## config.mk

```make
export PLATFORM = sky130hd
export DESIGN_NAME = mig_arbiter_top
export DESIGN_NICKNAME = d
export VERILOG_FILES = /design/src/rtl/mig_arb_pkg.sv /design/src/rtl/burst_fifo.sv /design/src/rtl/addr_ring.sv /design/src/rtl/word_packer.sv /design/src/rtl/word_unpacker.sv /design/src/rtl/arb_ctrl.sv /design/src/rtl/mig_arbiter_top.sv
export VERILOG_INCLUDE_DIRS = /design/src /design/src/rtl
export SDC_FILE = /design/constraint.sdc
export NUM_CORES = 1
export LEC_CHECK = 0
export BUFFER_PORTS_ARGS = -buffer_cell sky130_fd_sc_hd__buf_2
export CAP_MARGIN = 20
export CORE_MARGIN = 3
export CORE_UTILIZATION = 29
export CTS_CLUSTER_SIZE = 25
export DETAILED_ROUTE_END_ITERATION = 12
export REMOVE_ABC_BUFFERS = 1
export SYNTH_ARGS = -nofsm -noshare
export SYNTH_HDL_FRONTEND = slang
export SYNTH_HIERARCHICAL = 1
export SYNTH_SLANG_ARGS = --single-unit
```

## constraint.sdc

```tcl
create_clock -name clk -period 19.2 [get_ports clk]
set_input_delay 3.84 -clock clk [delete_from_list [all_inputs] [get_ports clk]]
set_output_delay 3.84 -clock clk [all_outputs]
set_load 0.05 [all_outputs]
```

## src/rtl/mig_arb_config.svh

```systemverilog
`ifndef MIG_ARB_CONFIG_SVH
`define MIG_ARB_CONFIG_SVH

// --------------------------------------------------
// data path widths
`define USER_W        16   // user word
`define APP_W         64   // memory word on the native port
`define PACK_RATIO    4    // user words per memory word
`define ADDR_W        28   // native port address

// --------------------------------------------------
// burst shape and address stepping
`define WR_BURST_LEN  1    // memory words per write burst
`define RD_BURST_LEN  4    // memory words per read burst
`define ADDR_STEP     8    // address increment per memory word

// fifo sizes, powers of two
`define WR_FIFO_DEPTH 8
`define RD_FIFO_DEPTH 8

`endif

```

## src/rtl/mig_arb_pkg.sv

```systemverilog
`default_nettype none

`include "mig_arb_config.svh"

package mig_arb_pkg;

  // --------------------------------------------------
  // data and address types
  typedef logic [`ADDR_W-1:0] addr_t;       // native port address
  typedef logic [`USER_W-1:0] user_word_t;  // one user lane
  typedef logic [`APP_W-1:0]  app_word_t;   // one memory word
  typedef logic [3:0]         fifo_count_t; // fill level 0..8

  // native port command encoding
  typedef enum logic [2:0] {
    CMD_WRITE = 3'd0,
    CMD_READ  = 3'd1
  } app_cmd_e;

endpackage

`default_nettype wire

```

## src/rtl/burst_fifo.sv

```systemverilog
`timescale 1ns/10ps
`default_nettype none

module burst_fifo
  import mig_arb_pkg::*;
#(
  parameter type payload_t = app_word_t, // slot type
  parameter int  DEPTH     = 8           // power of two, 2..8
) (
  input  logic        clk,
  input  logic        rst_n,
  input  logic        flush,     // drop everything in one cycle
  input  logic        push,
  input  payload_t    push_data,
  input  logic        pop,
  output payload_t    head,      // word at the read pointer
  output fifo_count_t count,
  output logic        full,
  output logic        empty
);

  localparam int AW = $clog2(DEPTH);

  payload_t    mem [DEPTH]; // storage array
  logic [AW:0] wr_ptr;      // msb is the lap bit
  logic [AW:0] rd_ptr;
  logic        do_push;     // push that actually lands
  logic        do_pop;

  assign empty   = (wr_ptr == rd_ptr);
  assign full    = (wr_ptr[AW] != rd_ptr[AW]) && (wr_ptr[AW-1:0] == rd_ptr[AW-1:0]);
  assign count   = fifo_count_t'(wr_ptr - rd_ptr); // lap bit makes this exact
  assign head    = mem[rd_ptr[AW-1:0]];
  assign do_push = push && !full;   // overflow ignored
  assign do_pop  = pop && !empty;   // underflow ignored

  // --------------------------------------------------
  // pointers
  always_ff @(posedge clk) begin
    if (!rst_n) begin
      wr_ptr <= '0;
      rd_ptr <= '0;
    end else if (flush) begin
      wr_ptr <= '0; // both back to slot 0
      rd_ptr <= '0;
    end else begin
      if (do_push) begin
        wr_ptr <= wr_ptr + 1'b1;
      end
      if (do_pop) begin
        rd_ptr <= rd_ptr + 1'b1;
      end
    end
  end

  always_ff @(posedge clk) begin
    if (do_push) begin
      mem[wr_ptr[AW-1:0]] <= push_data; // head shows it next cycle
    end
  end

endmodule

`default_nettype wire

```

## src/rtl/addr_ring.sv

```systemverilog
`timescale 1ns/10ps
`default_nettype none

`include "mig_arb_config.svh"

module addr_ring
  import mig_arb_pkg::*;
(
  input  logic  clk,
  input  logic  rst_n,
  input  addr_t addr_begin,
  input  addr_t addr_end,
  input  logic  restart,    // back to addr_begin
  input  logic  advance,    // one memory word consumed
  output addr_t addr
);

  localparam addr_t STEP = addr_t'(`ADDR_STEP);

  addr_t last_step; // beyond this we wrap

  assign last_step = addr_end - STEP;

  always_ff @(posedge clk) begin
    if (!rst_n) begin
      addr <= addr_begin;      // ring starts at begin
    end else if (restart) begin
      addr <= addr_begin;      // restart beats advance
    end else if (advance) begin
      if (addr < last_step) begin
        addr <= addr + STEP;
      end else begin
        addr <= addr_begin;    // wrap
      end
    end
  end

endmodule

`default_nettype wire

```

## src/rtl/word_packer.sv

```systemverilog
`timescale 1ns/10ps
`default_nettype none

`include "mig_arb_config.svh"

module word_packer
  import mig_arb_pkg::*;
(
  input  logic       clk,
  input  logic       rst_n,
  input  user_word_t wr_din,
  input  logic       wr_din_vld,
  output logic       push,       // completed memory word
  output app_word_t  push_data
);

  localparam int CW = $clog2(`PACK_RATIO);

  logic [CW-1:0] lane;    // words gathered so far
  app_word_t     shift_q; // partial memory word
  app_word_t     shift_d;

  assign shift_d   = {wr_din, shift_q[`APP_W-1:`USER_W]}; // enter at top, first ends low
  assign push      = wr_din_vld && (lane == CW'(`PACK_RATIO - 1));
  assign push_data = shift_d; // same cycle as fourth word

  always_ff @(posedge clk) begin
    if (!rst_n) begin
      lane <= '0;
    end else if (wr_din_vld) begin
      lane <= lane + 1'b1; // wraps after the last lane
    end
  end

  always_ff @(posedge clk) begin
    if (wr_din_vld) begin
      shift_q <= shift_d;
    end
  end

endmodule

`default_nettype wire

```

## src/rtl/word_unpacker.sv

```systemverilog
`timescale 1ns/10ps
`default_nettype none

`include "mig_arb_config.svh"

module word_unpacker
  import mig_arb_pkg::*;
(
  input  logic       clk,
  input  logic       rst_n,
  input  logic       flush,      // read stream restart
  input  logic       rd_req,
  input  app_word_t  head,       // read fifo head
  input  logic       empty,
  output logic       pop,
  output user_word_t rd_dout,
  output logic       rd_dout_vld
);

  localparam int LW = $clog2(`PACK_RATIO);

  app_word_t     hold_q;    // memory word being emitted
  logic          hold_vld;
  logic [LW-1:0] lane;      // next lane out, low first
  logic          last_lane;

  assign rd_dout     = hold_q[lane*`USER_W +: `USER_W];
  assign rd_dout_vld = rd_req && hold_vld && !flush; // old word never leaks at restart
  assign last_lane   = (lane == LW'(`PACK_RATIO - 1));
  assign pop         = !hold_vld && !empty && !flush; // refill only when drained

  // --------------------------------------------------
  // hold state and lane counter
  always_ff @(posedge clk) begin
    if (!rst_n) begin
      hold_vld <= 1'b0;
      lane     <= '0;
    end else if (flush) begin
      hold_vld <= 1'b0;
      lane     <= '0;
    end else if (pop) begin
      hold_vld <= 1'b1;   // word usable next cycle
      lane     <= '0;
    end else if (rd_dout_vld) begin
      lane <= lane + 1'b1;
      if (last_lane) begin
        hold_vld <= 1'b0; // idle cycle, then next pop
      end
    end
  end

  always_ff @(posedge clk) begin
    if (pop) begin
      hold_q <= head;
    end
  end

endmodule

`default_nettype wire

```

## src/rtl/arb_ctrl.sv

```systemverilog
`timescale 1ns/10ps
`default_nettype none

`include "mig_arb_config.svh"

module arb_ctrl
  import mig_arb_pkg::*;
(
  input  logic        clk,
  input  logic        rst_n,
  input  logic        init_calib_complete,
  input  logic        wr_req,
  input  logic        rd_req,
  input  fifo_count_t wr_count,
  input  app_word_t   wr_head,
  input  fifo_count_t rd_count,
  input  addr_t       wr_addr,
  input  addr_t       rd_addr,
  input  logic        app_rdy,
  input  logic        app_wdf_rdy,
  input  app_word_t   app_rd_data,
  input  logic        app_rd_data_valid,
  output logic        wr_pop,
  output logic        rd_push,
  output app_word_t   rd_push_data,
  output logic        wr_advance,
  output logic        rd_advance,
  output logic        wr_restart,
  output logic        rd_restart,
  output logic        app_en,
  output app_cmd_e    app_cmd,
  output addr_t       app_addr,
  output logic        app_wdf_wren,
  output logic        app_wdf_end,
  output app_word_t   app_wdf_data
);

  localparam int            CW     = $clog2(`RD_BURST_LEN) + 1;
  localparam logic [CW-1:0] RD_LEN = CW'(`RD_BURST_LEN);

  typedef enum logic [1:0] {S_IDLE, S_WRITE, S_RD_ISSUE, S_RD_WAIT} state_e;

  state_e        state;
  logic          wr_req_d;    // edge detect
  logic          rd_req_d;
  logic          cmd_done;    // write command taken
  logic          beat_done;   // write beat taken
  logic          wr_skip;     // write ring restarted mid burst
  logic          reload;      // read address refresh cycle
  logic          discard;     // burst belongs to a dead read stream
  logic [CW-1:0] cmd_cnt;     // read commands taken
  logic [CW-1:0] beat_cnt;    // read beats returned
  addr_t         cmd_addr;    // held command address
  logic          cmd_acc;
  logic          beat_acc;
  logic          wr_fin;
  logic          rd_last_cmd;
  logic          rd_fin;
  logic          start_wr;
  logic          start_rd;

  assign wr_restart = wr_req && !wr_req_d;
  assign rd_restart = rd_req && !rd_req_d;

  // --------------------------------------------------
  // native port drive
  assign app_en       = ((state == S_WRITE) && !cmd_done) || ((state == S_RD_ISSUE) && !reload);
  assign app_cmd      = (state == S_RD_ISSUE || state == S_RD_WAIT) ? CMD_READ : CMD_WRITE;
  assign app_addr     = cmd_addr;             // stable until taken
  assign app_wdf_wren = (state == S_WRITE) && !beat_done;
  assign app_wdf_end  = app_wdf_wren;         // one beat per burst
  assign app_wdf_data = wr_head;              // popped only after the beat

  assign cmd_acc  = app_en && app_rdy;
  assign beat_acc = app_wdf_wren && app_wdf_rdy;

  // write side, command and beat in either order
  assign wr_fin     = (state == S_WRITE) && (cmd_done || cmd_acc) && (beat_done || beat_acc);
  assign wr_pop     = wr_fin;
  assign wr_advance = wr_fin && !wr_skip && !wr_restart; // ring already at begin

  // read side
  assign rd_advance   = (state == S_RD_ISSUE) && cmd_acc && !discard && !rd_restart;
  assign rd_last_cmd  = (cmd_cnt == RD_LEN - 1'b1);
  assign rd_push      = app_rd_data_valid && !discard && !rd_restart; // dead beats dropped
  assign rd_push_data = app_rd_data;
  assign rd_fin       = (state == S_RD_WAIT) && ((beat_cnt + CW'(app_rd_data_valid)) == cmd_cnt);

  // writes first, no start on a restart cycle
  assign start_wr = init_calib_complete && !wr_restart && !rd_restart && (wr_count != '0);
  assign start_rd = init_calib_complete && !wr_restart && !rd_restart && rd_req &&
                    (rd_count < fifo_count_t'(`RD_BURST_LEN));

  // --------------------------------------------------
  // fsm
  always_ff @(posedge clk) begin
    if (!rst_n) begin
      state     <= S_IDLE;
      wr_req_d  <= 1'b0;
      rd_req_d  <= 1'b0;
      cmd_done  <= 1'b0;
      beat_done <= 1'b0;
      wr_skip   <= 1'b0;
      reload    <= 1'b0;
      discard   <= 1'b0;
      cmd_cnt   <= '0;
      beat_cnt  <= '0;
    end else begin
      wr_req_d <= wr_req;
      rd_req_d <= rd_req;
      case (state)
        S_IDLE: begin
          cmd_done  <= 1'b0;  // fresh burst bookkeeping
          beat_done <= 1'b0;
          wr_skip   <= 1'b0;
          reload    <= 1'b0;
          discard   <= 1'b0;
          cmd_cnt   <= '0;
          beat_cnt  <= '0;
          if (start_wr) begin
            state <= S_WRITE;
          end else if (start_rd) begin
            state <= S_RD_ISSUE;
          end
        end
        S_WRITE: begin
          if (wr_fin) begin
            state <= S_IDLE;
          end else begin
            if (cmd_acc) begin
              cmd_done <= 1'b1;
            end
            if (beat_acc) begin
              beat_done <= 1'b1;
            end
            if (wr_restart) begin
              wr_skip <= 1'b1;
            end
          end
        end
        S_RD_ISSUE: begin
          if (rd_restart) begin
            discard <= 1'b1;
          end
          if (app_rd_data_valid) begin
            beat_cnt <= beat_cnt + 1'b1;
          end
          if (reload) begin
            reload <= 1'b0;   // ring has stepped by now
            if (discard || rd_restart) begin
              state <= S_RD_WAIT; // no more commands for a dead stream
            end
          end else if (cmd_acc) begin
            cmd_cnt <= cmd_cnt + 1'b1;
            if (rd_last_cmd || discard || rd_restart) begin
              state <= S_RD_WAIT;
            end else begin
              reload <= 1'b1;
            end
          end
        end
        S_RD_WAIT: begin
          if (rd_restart) begin
            discard <= 1'b1;
          end
          if (app_rd_data_valid) begin
            beat_cnt <= beat_cnt + 1'b1;
          end
          if (rd_fin) begin
            state <= S_IDLE;
          end
        end
        default: state <= S_IDLE;
      endcase
    end
  end

  // command address, captured at start and after each read step
  always_ff @(posedge clk) begin
    if (state == S_IDLE) begin
      cmd_addr <= start_wr ? wr_addr : rd_addr;
    end else if (reload) begin
      cmd_addr <= rd_addr;
    end
  end

endmodule

`default_nettype wire

```

## src/rtl/mig_arbiter_top.sv

```systemverilog
`timescale 1ns/10ps
`default_nettype none

`include "mig_arb_config.svh"

module mig_arbiter_top
  import mig_arb_pkg::*;
(
  input  logic       clk,
  input  logic       rst_n,
  input  logic       init_calib_complete,
  // user write side
  input  logic       wr_req,
  input  addr_t      wr_addr_begin,
  input  addr_t      wr_addr_end,
  input  user_word_t wr_din,
  input  logic       wr_din_vld,
  output logic       wr_full,
  // user read side
  input  logic       rd_req,
  input  addr_t      rd_addr_begin,
  input  addr_t      rd_addr_end,
  output user_word_t rd_dout,
  output logic       rd_dout_vld,
  // controller native port
  output logic       app_en,
  input  logic       app_rdy,
  output app_cmd_e   app_cmd,
  output addr_t      app_addr,
  input  logic       app_wdf_rdy,
  output logic       app_wdf_wren,
  output logic       app_wdf_end,
  output app_word_t  app_wdf_data,
  input  app_word_t  app_rd_data,
  input  logic       app_rd_data_valid
);

  logic        pk_push;      // packer to write fifo
  app_word_t   pk_data;
  logic        wr_pop;
  app_word_t   wr_head;
  fifo_count_t wr_count;
  logic        wr_advance;
  logic        wr_restart;
  addr_t       wr_addr;      // write ring output
  logic        rd_push;
  app_word_t   rd_push_data;
  fifo_count_t rd_count;
  logic        rd_advance;
  logic        rd_restart;   // also flushes the read side
  addr_t       rd_addr;
  app_word_t   rd_head;
  logic        rd_empty;
  logic        up_pop;       // unpacker pulls a word

  // --------------------------------------------------
  // write path
  word_packer u_packer (
    .clk        (clk),
    .rst_n      (rst_n),
    .wr_din     (wr_din),
    .wr_din_vld (wr_din_vld),
    .push       (pk_push),
    .push_data  (pk_data)
  );

  burst_fifo #(
    .payload_t (app_word_t),
    .DEPTH     (`WR_FIFO_DEPTH)
  ) u_wr_fifo (
    .clk       (clk),
    .rst_n     (rst_n),
    .flush     (1'b0),       // write data is never thrown away
    .push      (pk_push),
    .push_data (pk_data),
    .pop       (wr_pop),
    .head      (wr_head),
    .count     (wr_count),
    .full      (wr_full),
    .empty     ()
  );

  addr_ring u_wr_ring (
    .clk        (clk),
    .rst_n      (rst_n),
    .addr_begin (wr_addr_begin),
    .addr_end   (wr_addr_end),
    .restart    (wr_restart),
    .advance    (wr_advance),
    .addr       (wr_addr)
  );

  // --------------------------------------------------
  // arbitration
  arb_ctrl u_ctrl (
    .clk                 (clk),
    .rst_n               (rst_n),
    .init_calib_complete (init_calib_complete),
    .wr_req              (wr_req),
    .rd_req              (rd_req),
    .wr_count            (wr_count),
    .wr_head             (wr_head),
    .rd_count            (rd_count),
    .wr_addr             (wr_addr),
    .rd_addr             (rd_addr),
    .app_rdy             (app_rdy),
    .app_wdf_rdy         (app_wdf_rdy),
    .app_rd_data         (app_rd_data),
    .app_rd_data_valid   (app_rd_data_valid),
    .wr_pop              (wr_pop),
    .rd_push             (rd_push),
    .rd_push_data        (rd_push_data),
    .wr_advance          (wr_advance),
    .rd_advance          (rd_advance),
    .wr_restart          (wr_restart),
    .rd_restart          (rd_restart),
    .app_en              (app_en),
    .app_cmd             (app_cmd),
    .app_addr            (app_addr),
    .app_wdf_wren        (app_wdf_wren),
    .app_wdf_end         (app_wdf_end),
    .app_wdf_data        (app_wdf_data)
  );

  // --------------------------------------------------
  // read path
  addr_ring u_rd_ring (
    .clk        (clk),
    .rst_n      (rst_n),
    .addr_begin (rd_addr_begin),
    .addr_end   (rd_addr_end),
    .restart    (rd_restart),
    .advance    (rd_advance),
    .addr       (rd_addr)
  );

  burst_fifo #(
    .payload_t (app_word_t),
    .DEPTH     (`RD_FIFO_DEPTH)
  ) u_rd_fifo (
    .clk       (clk),
    .rst_n     (rst_n),
    .flush     (rd_restart),
    .push      (rd_push),
    .push_data (rd_push_data),
    .pop       (up_pop),
    .head      (rd_head),
    .count     (rd_count),
    .full      (),           // burst sizing keeps room
    .empty     (rd_empty)
  );

  word_unpacker u_unpacker (
    .clk         (clk),
    .rst_n       (rst_n),
    .flush       (rd_restart),
    .rd_req      (rd_req),
    .head        (rd_head),
    .empty       (rd_empty),
    .pop         (up_pop),
    .rd_dout     (rd_dout),
    .rd_dout_vld (rd_dout_vld)
  );

endmodule

`default_nettype wire

```

==> results by group, run 1 <==
Setup path
  • R2R cell count: 8
  • CP max stage delay: slightly below 0.3 ns
  • Cell repeated most along the worst path: buf_2
  • CP cell instances: buf_2 > nor2b_4 > nand3b_1 > inv_1 > buf_2
  • RR Endpoint: u_wr_fifo/mem[2][50]
  • Worst Setup Start Kind: input port
  • CP arrival: ~4.8 ns
  • CP endpoint kind: output port
  • Worst r2r src: u_wr_fifo/wr_ptr[0]
  • Slowest cell on the critical path: nor2b_4
  • Worst EP required: 15.36 ns
  • Reg2Reg Setup Slack: ~15 ns
  • CP Max Fanout: 12
  • Crit path kind: input port to output port

Outcome
  • Status: complete, no violations

Timing
  • Timing-limited maximum frequency: ~120 MHz
  • Slew Limit Fails: 0
  • Unrepaired setup endpoints after global routing: false
  • Hold Fails Final Rpt: 0
  • Tmin final: 8.608 ns
  • Worst Clk Skew: ~0.024 ns
  • Setup violators final: 0
  • Post-route worst setup slack: about 11 ns
  • Post-Route Setup TNS: 0 ns
  • Period utilization: 44.83%
  • Worst slew pin tran: between 1 and 1.5 ns
  • Rel. slew slack: 20.01%

GRT
  • Vias in the first global route: roughly 26000
  • First-pass GRT wire length: around 170000 um
  • Total gr overflow: 0
  • Gr usage total: 12.49%
  • Largest net degree at the start of global routing: 84
  • Antenna violations before repair: 31

Floorplan
  • Die H: between 400 and 500 um
  • Row cnt: about 150
  • Core ar.: 177500 um2
  • Die ar.: ~180000 um2
  • Chip width: between 400 and 500 um
  • Initial Util: 29.38%
  • I/O pin total: 317

Route
  • Remaining DRCs: 0
  • Antenna-violating nets left: 0
  • Total wire length: 115900 um
  • Detailed Routing Iterations Pass 1: 5
  • WL/cell: 21.63 um
  • Total vias in the final route: about 25000
  • DRT iter0 DRCs: roughly 1500
  • Via density: about 4.6

Finish
  • Fin nets: ~3200
  • Post-Layout Cell Count: roughly 5400
  • Post-layout util: 33.88%
  • Fraction of layout cells with a size suffix above 1: a little over a third
  • Area delta synth->final: 15.34%

Clock network
  • Worst-path clk slew: ~0.060 ns
  • Root Buffer: clkbuf_16
  • Postcts setup bufs: 0
  • CTS Sinks: between 1000 and 1500
  • Number of levels in the clock H-tree: 4
  • CTS resizes: 0
  • Hold_buf cts: 0
  • TritonCTS Buffers: between 100 and 150
  • CTS tree: built
  • Worst-Skew Late Latency: about 0.77 ns
  • Clk buf depth: 3

Placement
  • Final Wtd Congestion: 0.8266
  • Placed cells: 5081
  • Setup WS pre-CTS: about 11 ns
  • Dpl hpwl: slightly below 70000 um
  • Number of buffers added on ports: 314

Power
  • Worst vdd ir: between 0.08 and 0.09 mV
  • Pwr per Cell Area: 100.9 nW/um2
  • Leak Pwr: roughly 19 nW

Synthesis
  • Yosys warnings: 6
  • Post-Syn Instances: 2612
  • Synthesized cell area: about 52000 um2
  • Synth Area per Inst: between 15 and 20 um2

Worst hold path
  • Hold worst-path end: u_ctrl/wr_skip
  • Hold Crit Start: u_ctrl/wr_skip
  • Worst hold path class: flip-flop to flip-flop
  • Worst Hold Depth: 2

Job
  • Max-Cap Viols: 0
-- worst max-delay path: cells and delay by family --
family | cells | cell delay [ns]
simple gates | 2 | 0.52
buf+inv | 3 | 0.41
-- worst max-delay path by stage --
stage                      start                   to  slack (ns)  cells after the start
final                     rd_req          rd_dout_vld       10.59                      5
after global routing      rd_req          rd_dout_vld       10.52                      5
after CTS                 rd_req          rd_dout_vld       10.58                      5
after detailed placement  rd_req          rd_dout_vld       10.58                      5
after global placement    rd_req          rd_dout_vld       10.61                      5
after floorplan           rd_req  u_rd_fifo/mem[0][0]        7.90                      4
-- sequential cells by signal, summed over array words and instances, names as in the netlist, 3 cells and up, named ones only --
| register | count |
|---|---|
| u_rd_ring/addr | 28 |
| u_ctrl/cmd_cnt | 3 |
| u_unpacker/hold_q | 64 |
| u_rd_fifo/wr_ptr | 4 |
| u_rd_fifo/rd_ptr | 4 |
| u_ctrl/app_addr | 28 |
| u_wr_ring/addr | 28 |
| u_ctrl/beat_cnt | 3 |
| u_rd_fifo/mem | 512 |
| u_wr_fifo/wr_ptr | 4 |
| u_packer/shift_q | 48 |
| u_wr_fifo/mem | 512 |
| u_wr_fifo/rd_ptr | 4 |
-- layout by cell type (no fill, tap or decap), types with 24 or more instances in the layout --
master / count
diode_2: 24
clkinv_1: 36
inv_1: 35
nand2_1: 52
a21oi_1: 29
mux4_2: 265
dfxtp_1: 34
nand3_1: 29
nor2_1: 77
edfxtp_1: 1220
nor3_1: 30
xor2_1: 43
ha_1: 75
mux2_2: 184
xnor2_1: 74
clkbuf_16: 141
buf_4: 51
buf_2: 315
-- layer usage --
metal  vias to the layer above  wire length [um]  share of wire [%]  track usage [%]
li1                      10990                 -                  -                -
met1                     12890             47020                 41            14.91
met2                       486             59960                 52            21.49
met3                       193              4862                4.2            2.691
met4                         8              4049                3.5            5.860
met5                         -                55              0.047                0
-- layout make-up --
| type | instances | area (um2) |
|---|---|---|
| repair buffers | 367 | 1979 |
| well taps | 2340 | 2928 |
| inverters | 35 | 131.4 |
| diodes | 24 | 60.06 |
| clock inverters | 92 | 996.0 |
| fillers | 16690 | 117300 |
| clock buffers | 162 | 3617 |
| multi-input cells | 1077 | 12920 |
| flip-flops and latches | 1262 | 37500 |
-- through the flow --
step	hold slack [ns]	cell area (um2)	power, mW
final	0.4750	60130	6.070
after global routing	0.5218	60120	6.308
after CTS	0.4787	60070	6.167
after detailed placement	0.4618	55460	3.480
after global placement	0.4578	55450	3.473
after floorplan	0.4382	50410	3.357
-- where the power goes --
group          internal, mW  switching, mW  leakage, nW
Sequential             3.09         0.0507         11.5
Clock                  1.54           1.11         2.23
Combinational         0.103          0.175         5.53
Power figures use the tool's default switching activity.
==> run 2: changes to the inputs <==
clock period = 8.7 ns   (was 19.2 ns; I/O delays follow)
==> results by group, run 2 (same netlist as run 1, synthesis figures left out) <==
GRT
  • Met3 Track Usage GR: 2.857% (+0.17 points)
  • Met2 usage: 21.80% (+0.31 points)
  • GR Util met1: 14.88% (-0.027 points)
  • Largest net degree at the start of global routing: 98 (+17%)
  • Antenna violations before repair: 40 (+29%)
  • Total gr overflow: 0 (unchanged)
  • First-pass GRT wire length: 172300 um (-0.23%)
  • Most Crowded Layer GR: met2
  • Vias in the first global route: 25910 (-0.58%)
  • Gr usage total: 12.50% (about the same)

Power
  • Leak Pwr: 19.25 nW (about the same)
  • Final total power: 13.38 mW (+120%)
  • Pwr per Cell Area: 222.5 nW/um2 (+120%)
  • Worst vdd ir: 0.1844 mV (+120%)

Clock network
  • CTS Sinks: 1262 (unchanged)
  • Worst-Skew Late Latency: 0.79 ns (+0.02 ns)
  • CTS tree: built
  • Root Buffer: clkbuf_16
  • Worst-path clk slew: 0.05 ns (about the same)
  • Hold_buf cts: 0 (unchanged)
  • TritonCTS Buffers: 142 (+1.4%)
  • CTS resizes: 0 (unchanged)
  • Number of levels in the clock H-tree: 4 (unchanged)
  • Clk buf depth: 3 (unchanged)
  • Postcts setup bufs: 0 (unchanged)

Floorplan
  • Initial Util: 29.38% (unchanged)
  • Chip width: 430.0 um (unchanged)
  • Die H: 430.0 um (unchanged)
  • Die ar.: 184900 um2 (unchanged)
  • I/O pin total: 317 (unchanged)
  • Row cnt: 154 (unchanged)
  • Core ar.: 177500 um2 (unchanged)

Setup path
  • Worst Setup SP: wr_addr_end[7]
  • CP endpoint kind: flip-flop
  • Crit path kind: input port to flip-flop
  • CP max stage delay: 0.68 ns (+0.39 ns)
  • Worst EP required: 9.22 ns (-6.14 ns)
  • Worst Setup Start Kind: input port
  • Cell repeated most along the worst path: or4_1
  • RR Endpoint: u_wr_fifo/mem[3][52]
  • Number of cells on the critical path: 15 (+10)
  • CP arrival: 6.32 ns (+1.55 ns)
  • Reg2Reg Setup Slack: 5.05 ns (-10.16 ns)
  • Worst setup path end: u_wr_ring/addr[17]
  • Delay-heaviest family, CP: simple AND/OR/NAND/NOR gates
  • Worst r2r src: u_wr_fifo/wr_ptr[0]
  • R2R cell count: 7 (-1)
  • Slowest cell on the critical path: and3_1
  • CP cell instances: buf_2 > or3_1 > or4_1 > or4_1 > nor3_2 > nand2_1 > xor2_1 > ha_1 > nand4_1 > nor3_1 > a22o_1 > a2111oi_0 > and3_1 > buf_16 > mux2_2
  • Bufs and invs on worst path: 2 (-1)
  • CP Max Fanout: 14 (+2)

Route
  • Detailed Routing Iterations Pass 1: 5 (unchanged)
  • WL/cell: 21.70 um (+0.29%)
  • Remaining DRCs: 0 (unchanged)
  • Antenna-violating nets left: 0 (unchanged)
  • Total vias in the final route: 24540 (-0.094%)
  • DRT iter0 DRCs: 1515 (+4.1%)
  • Via density: 4.578 (-0.11%)
  • Total wire length: 116300 um (+0.31%)

Outcome
  • Status: complete, no violations

Timing
  • Timing-limited maximum frequency: ~170 MHz
  • Worst slew pin tran: 0.9750 ns (-0.1945 ns)
  • Worst Clk Skew: 0.03230 ns (+0.008515 ns)
  • Hold Fails Final Rpt: 0 (unchanged)
  • Post-route worst setup slack: 2.899 ns (-7.693 ns)
  • Setup violators final: 0 (unchanged)
  • Unrepaired setup endpoints after global routing: false
  • Rel. slew slack: 35.00% (+15 points)
  • Tmin final: 5.801 ns
  • Slew Limit Fails: 0 (unchanged)
  • Period utilization: around two thirds
  • Hold Slack: 0.5095 ns (+0.03443 ns)

Placement
  • Number of buffers added on ports: 314 (unchanged)
  • Final Wtd Congestion: 0.8303 (+0.45%)
  • Dpl hpwl: 67440 um (-0.21%)
  • Setup WS pre-CTS: 2.169 ns (-8.409 ns)

Finish
  • Most common cell after layout, fill and taps aside: edfxtp_1
  • Fraction of layout cells with a size suffix above 1: 36.07% (-0.060 points)
  • Area delta synth->final: 15.38% (about the same)
  • Fin nets: 3165 (+0.13%)
  • Commonest non-fill, non-tap cells in the layout: edfxtp_1, buf_2, mux4_2, mux2_2, clkbuf_16

Worst hold path
  • Worst hold path class: flip-flop to flip-flop

Job
  • Max-Cap Viols: 0 (unchanged)
run 2: changes by cell type in the layout (fill, tap and decap cells not counted), sizes merged:
| cell | change |
|---|---|
| clkbuf | +12 |
| clkinv | -8 |
| diode | -4 |
| bufinv | -3 |
| buf | +2 |
| clkinvlp | +1 |
| inv | +1 |
run 2: worst min-delay path by stage:
| stage | startpoint | to | slack [ns] | depth (start not counted) |
|---|---|---|---|---|
| 2_1_floorplan | u_ctrl/wr_skip | u_ctrl/wr_skip | 0.44 | 2 |
| 3_3_place_gp | u_ctrl/wr_skip | u_ctrl/wr_skip | 0.45 | 2 |
| 3_5_place_dp | u_ctrl/wr_skip | u_ctrl/wr_skip | 0.49 | 2 |
| 4_1_cts | u_ctrl/wr_skip | u_ctrl/wr_skip | 0.50 | 2 |
| 5_1_grt | u_ctrl/beat_done | u_ctrl/beat_done | 0.53 | 2 |
| 6_report | u_ctrl/beat_cnt[2] | u_ctrl/beat_cnt[2] | 0.51 | 1 |
run 2: power by group:
| group | internal (mW) | switching [mW] | total [mW] |
|---|---|---|---|
| logic | 0.230 | 0.389 | 0.619 |
| registers | 6.82 | 0.111 | 6.93 |
| clock network | 3.37 | 2.46 | 5.83 |
| total | 10.4 | 2.96 | 13.4 |
run 2: final cells by class:
type                    instances  area (um2)
diodes                         20       50.05
clock buffers                 174        3716
clock inverters                83       882.1
fillers                     16650      117300
inverters                      35       131.4
multi-input cells            1077       12920
flip-flops and latches       1262       37500
well taps                    2340        2928
repair buffers                369        2027
run 2: metal layers:
layer	wire length [um]	vias to the layer above
li1	-	11000
met1	47370	12840
met2	60130	459
met5	90	-
met4	3649	14
met3	5069	225
run 2: stage by stage:
stage                     utilization [%]  instance area (um2)  instances  TNS (ns)
final                               33.90                60150       5360         0
after global routing                33.89                60140       5354         0
after CTS                           33.87                60100       5339         0
after detailed placement            31.27                55500       5082         0
after global placement              31.26                55470       5081         0
after floorplan                         -                50410       2374    -65.27
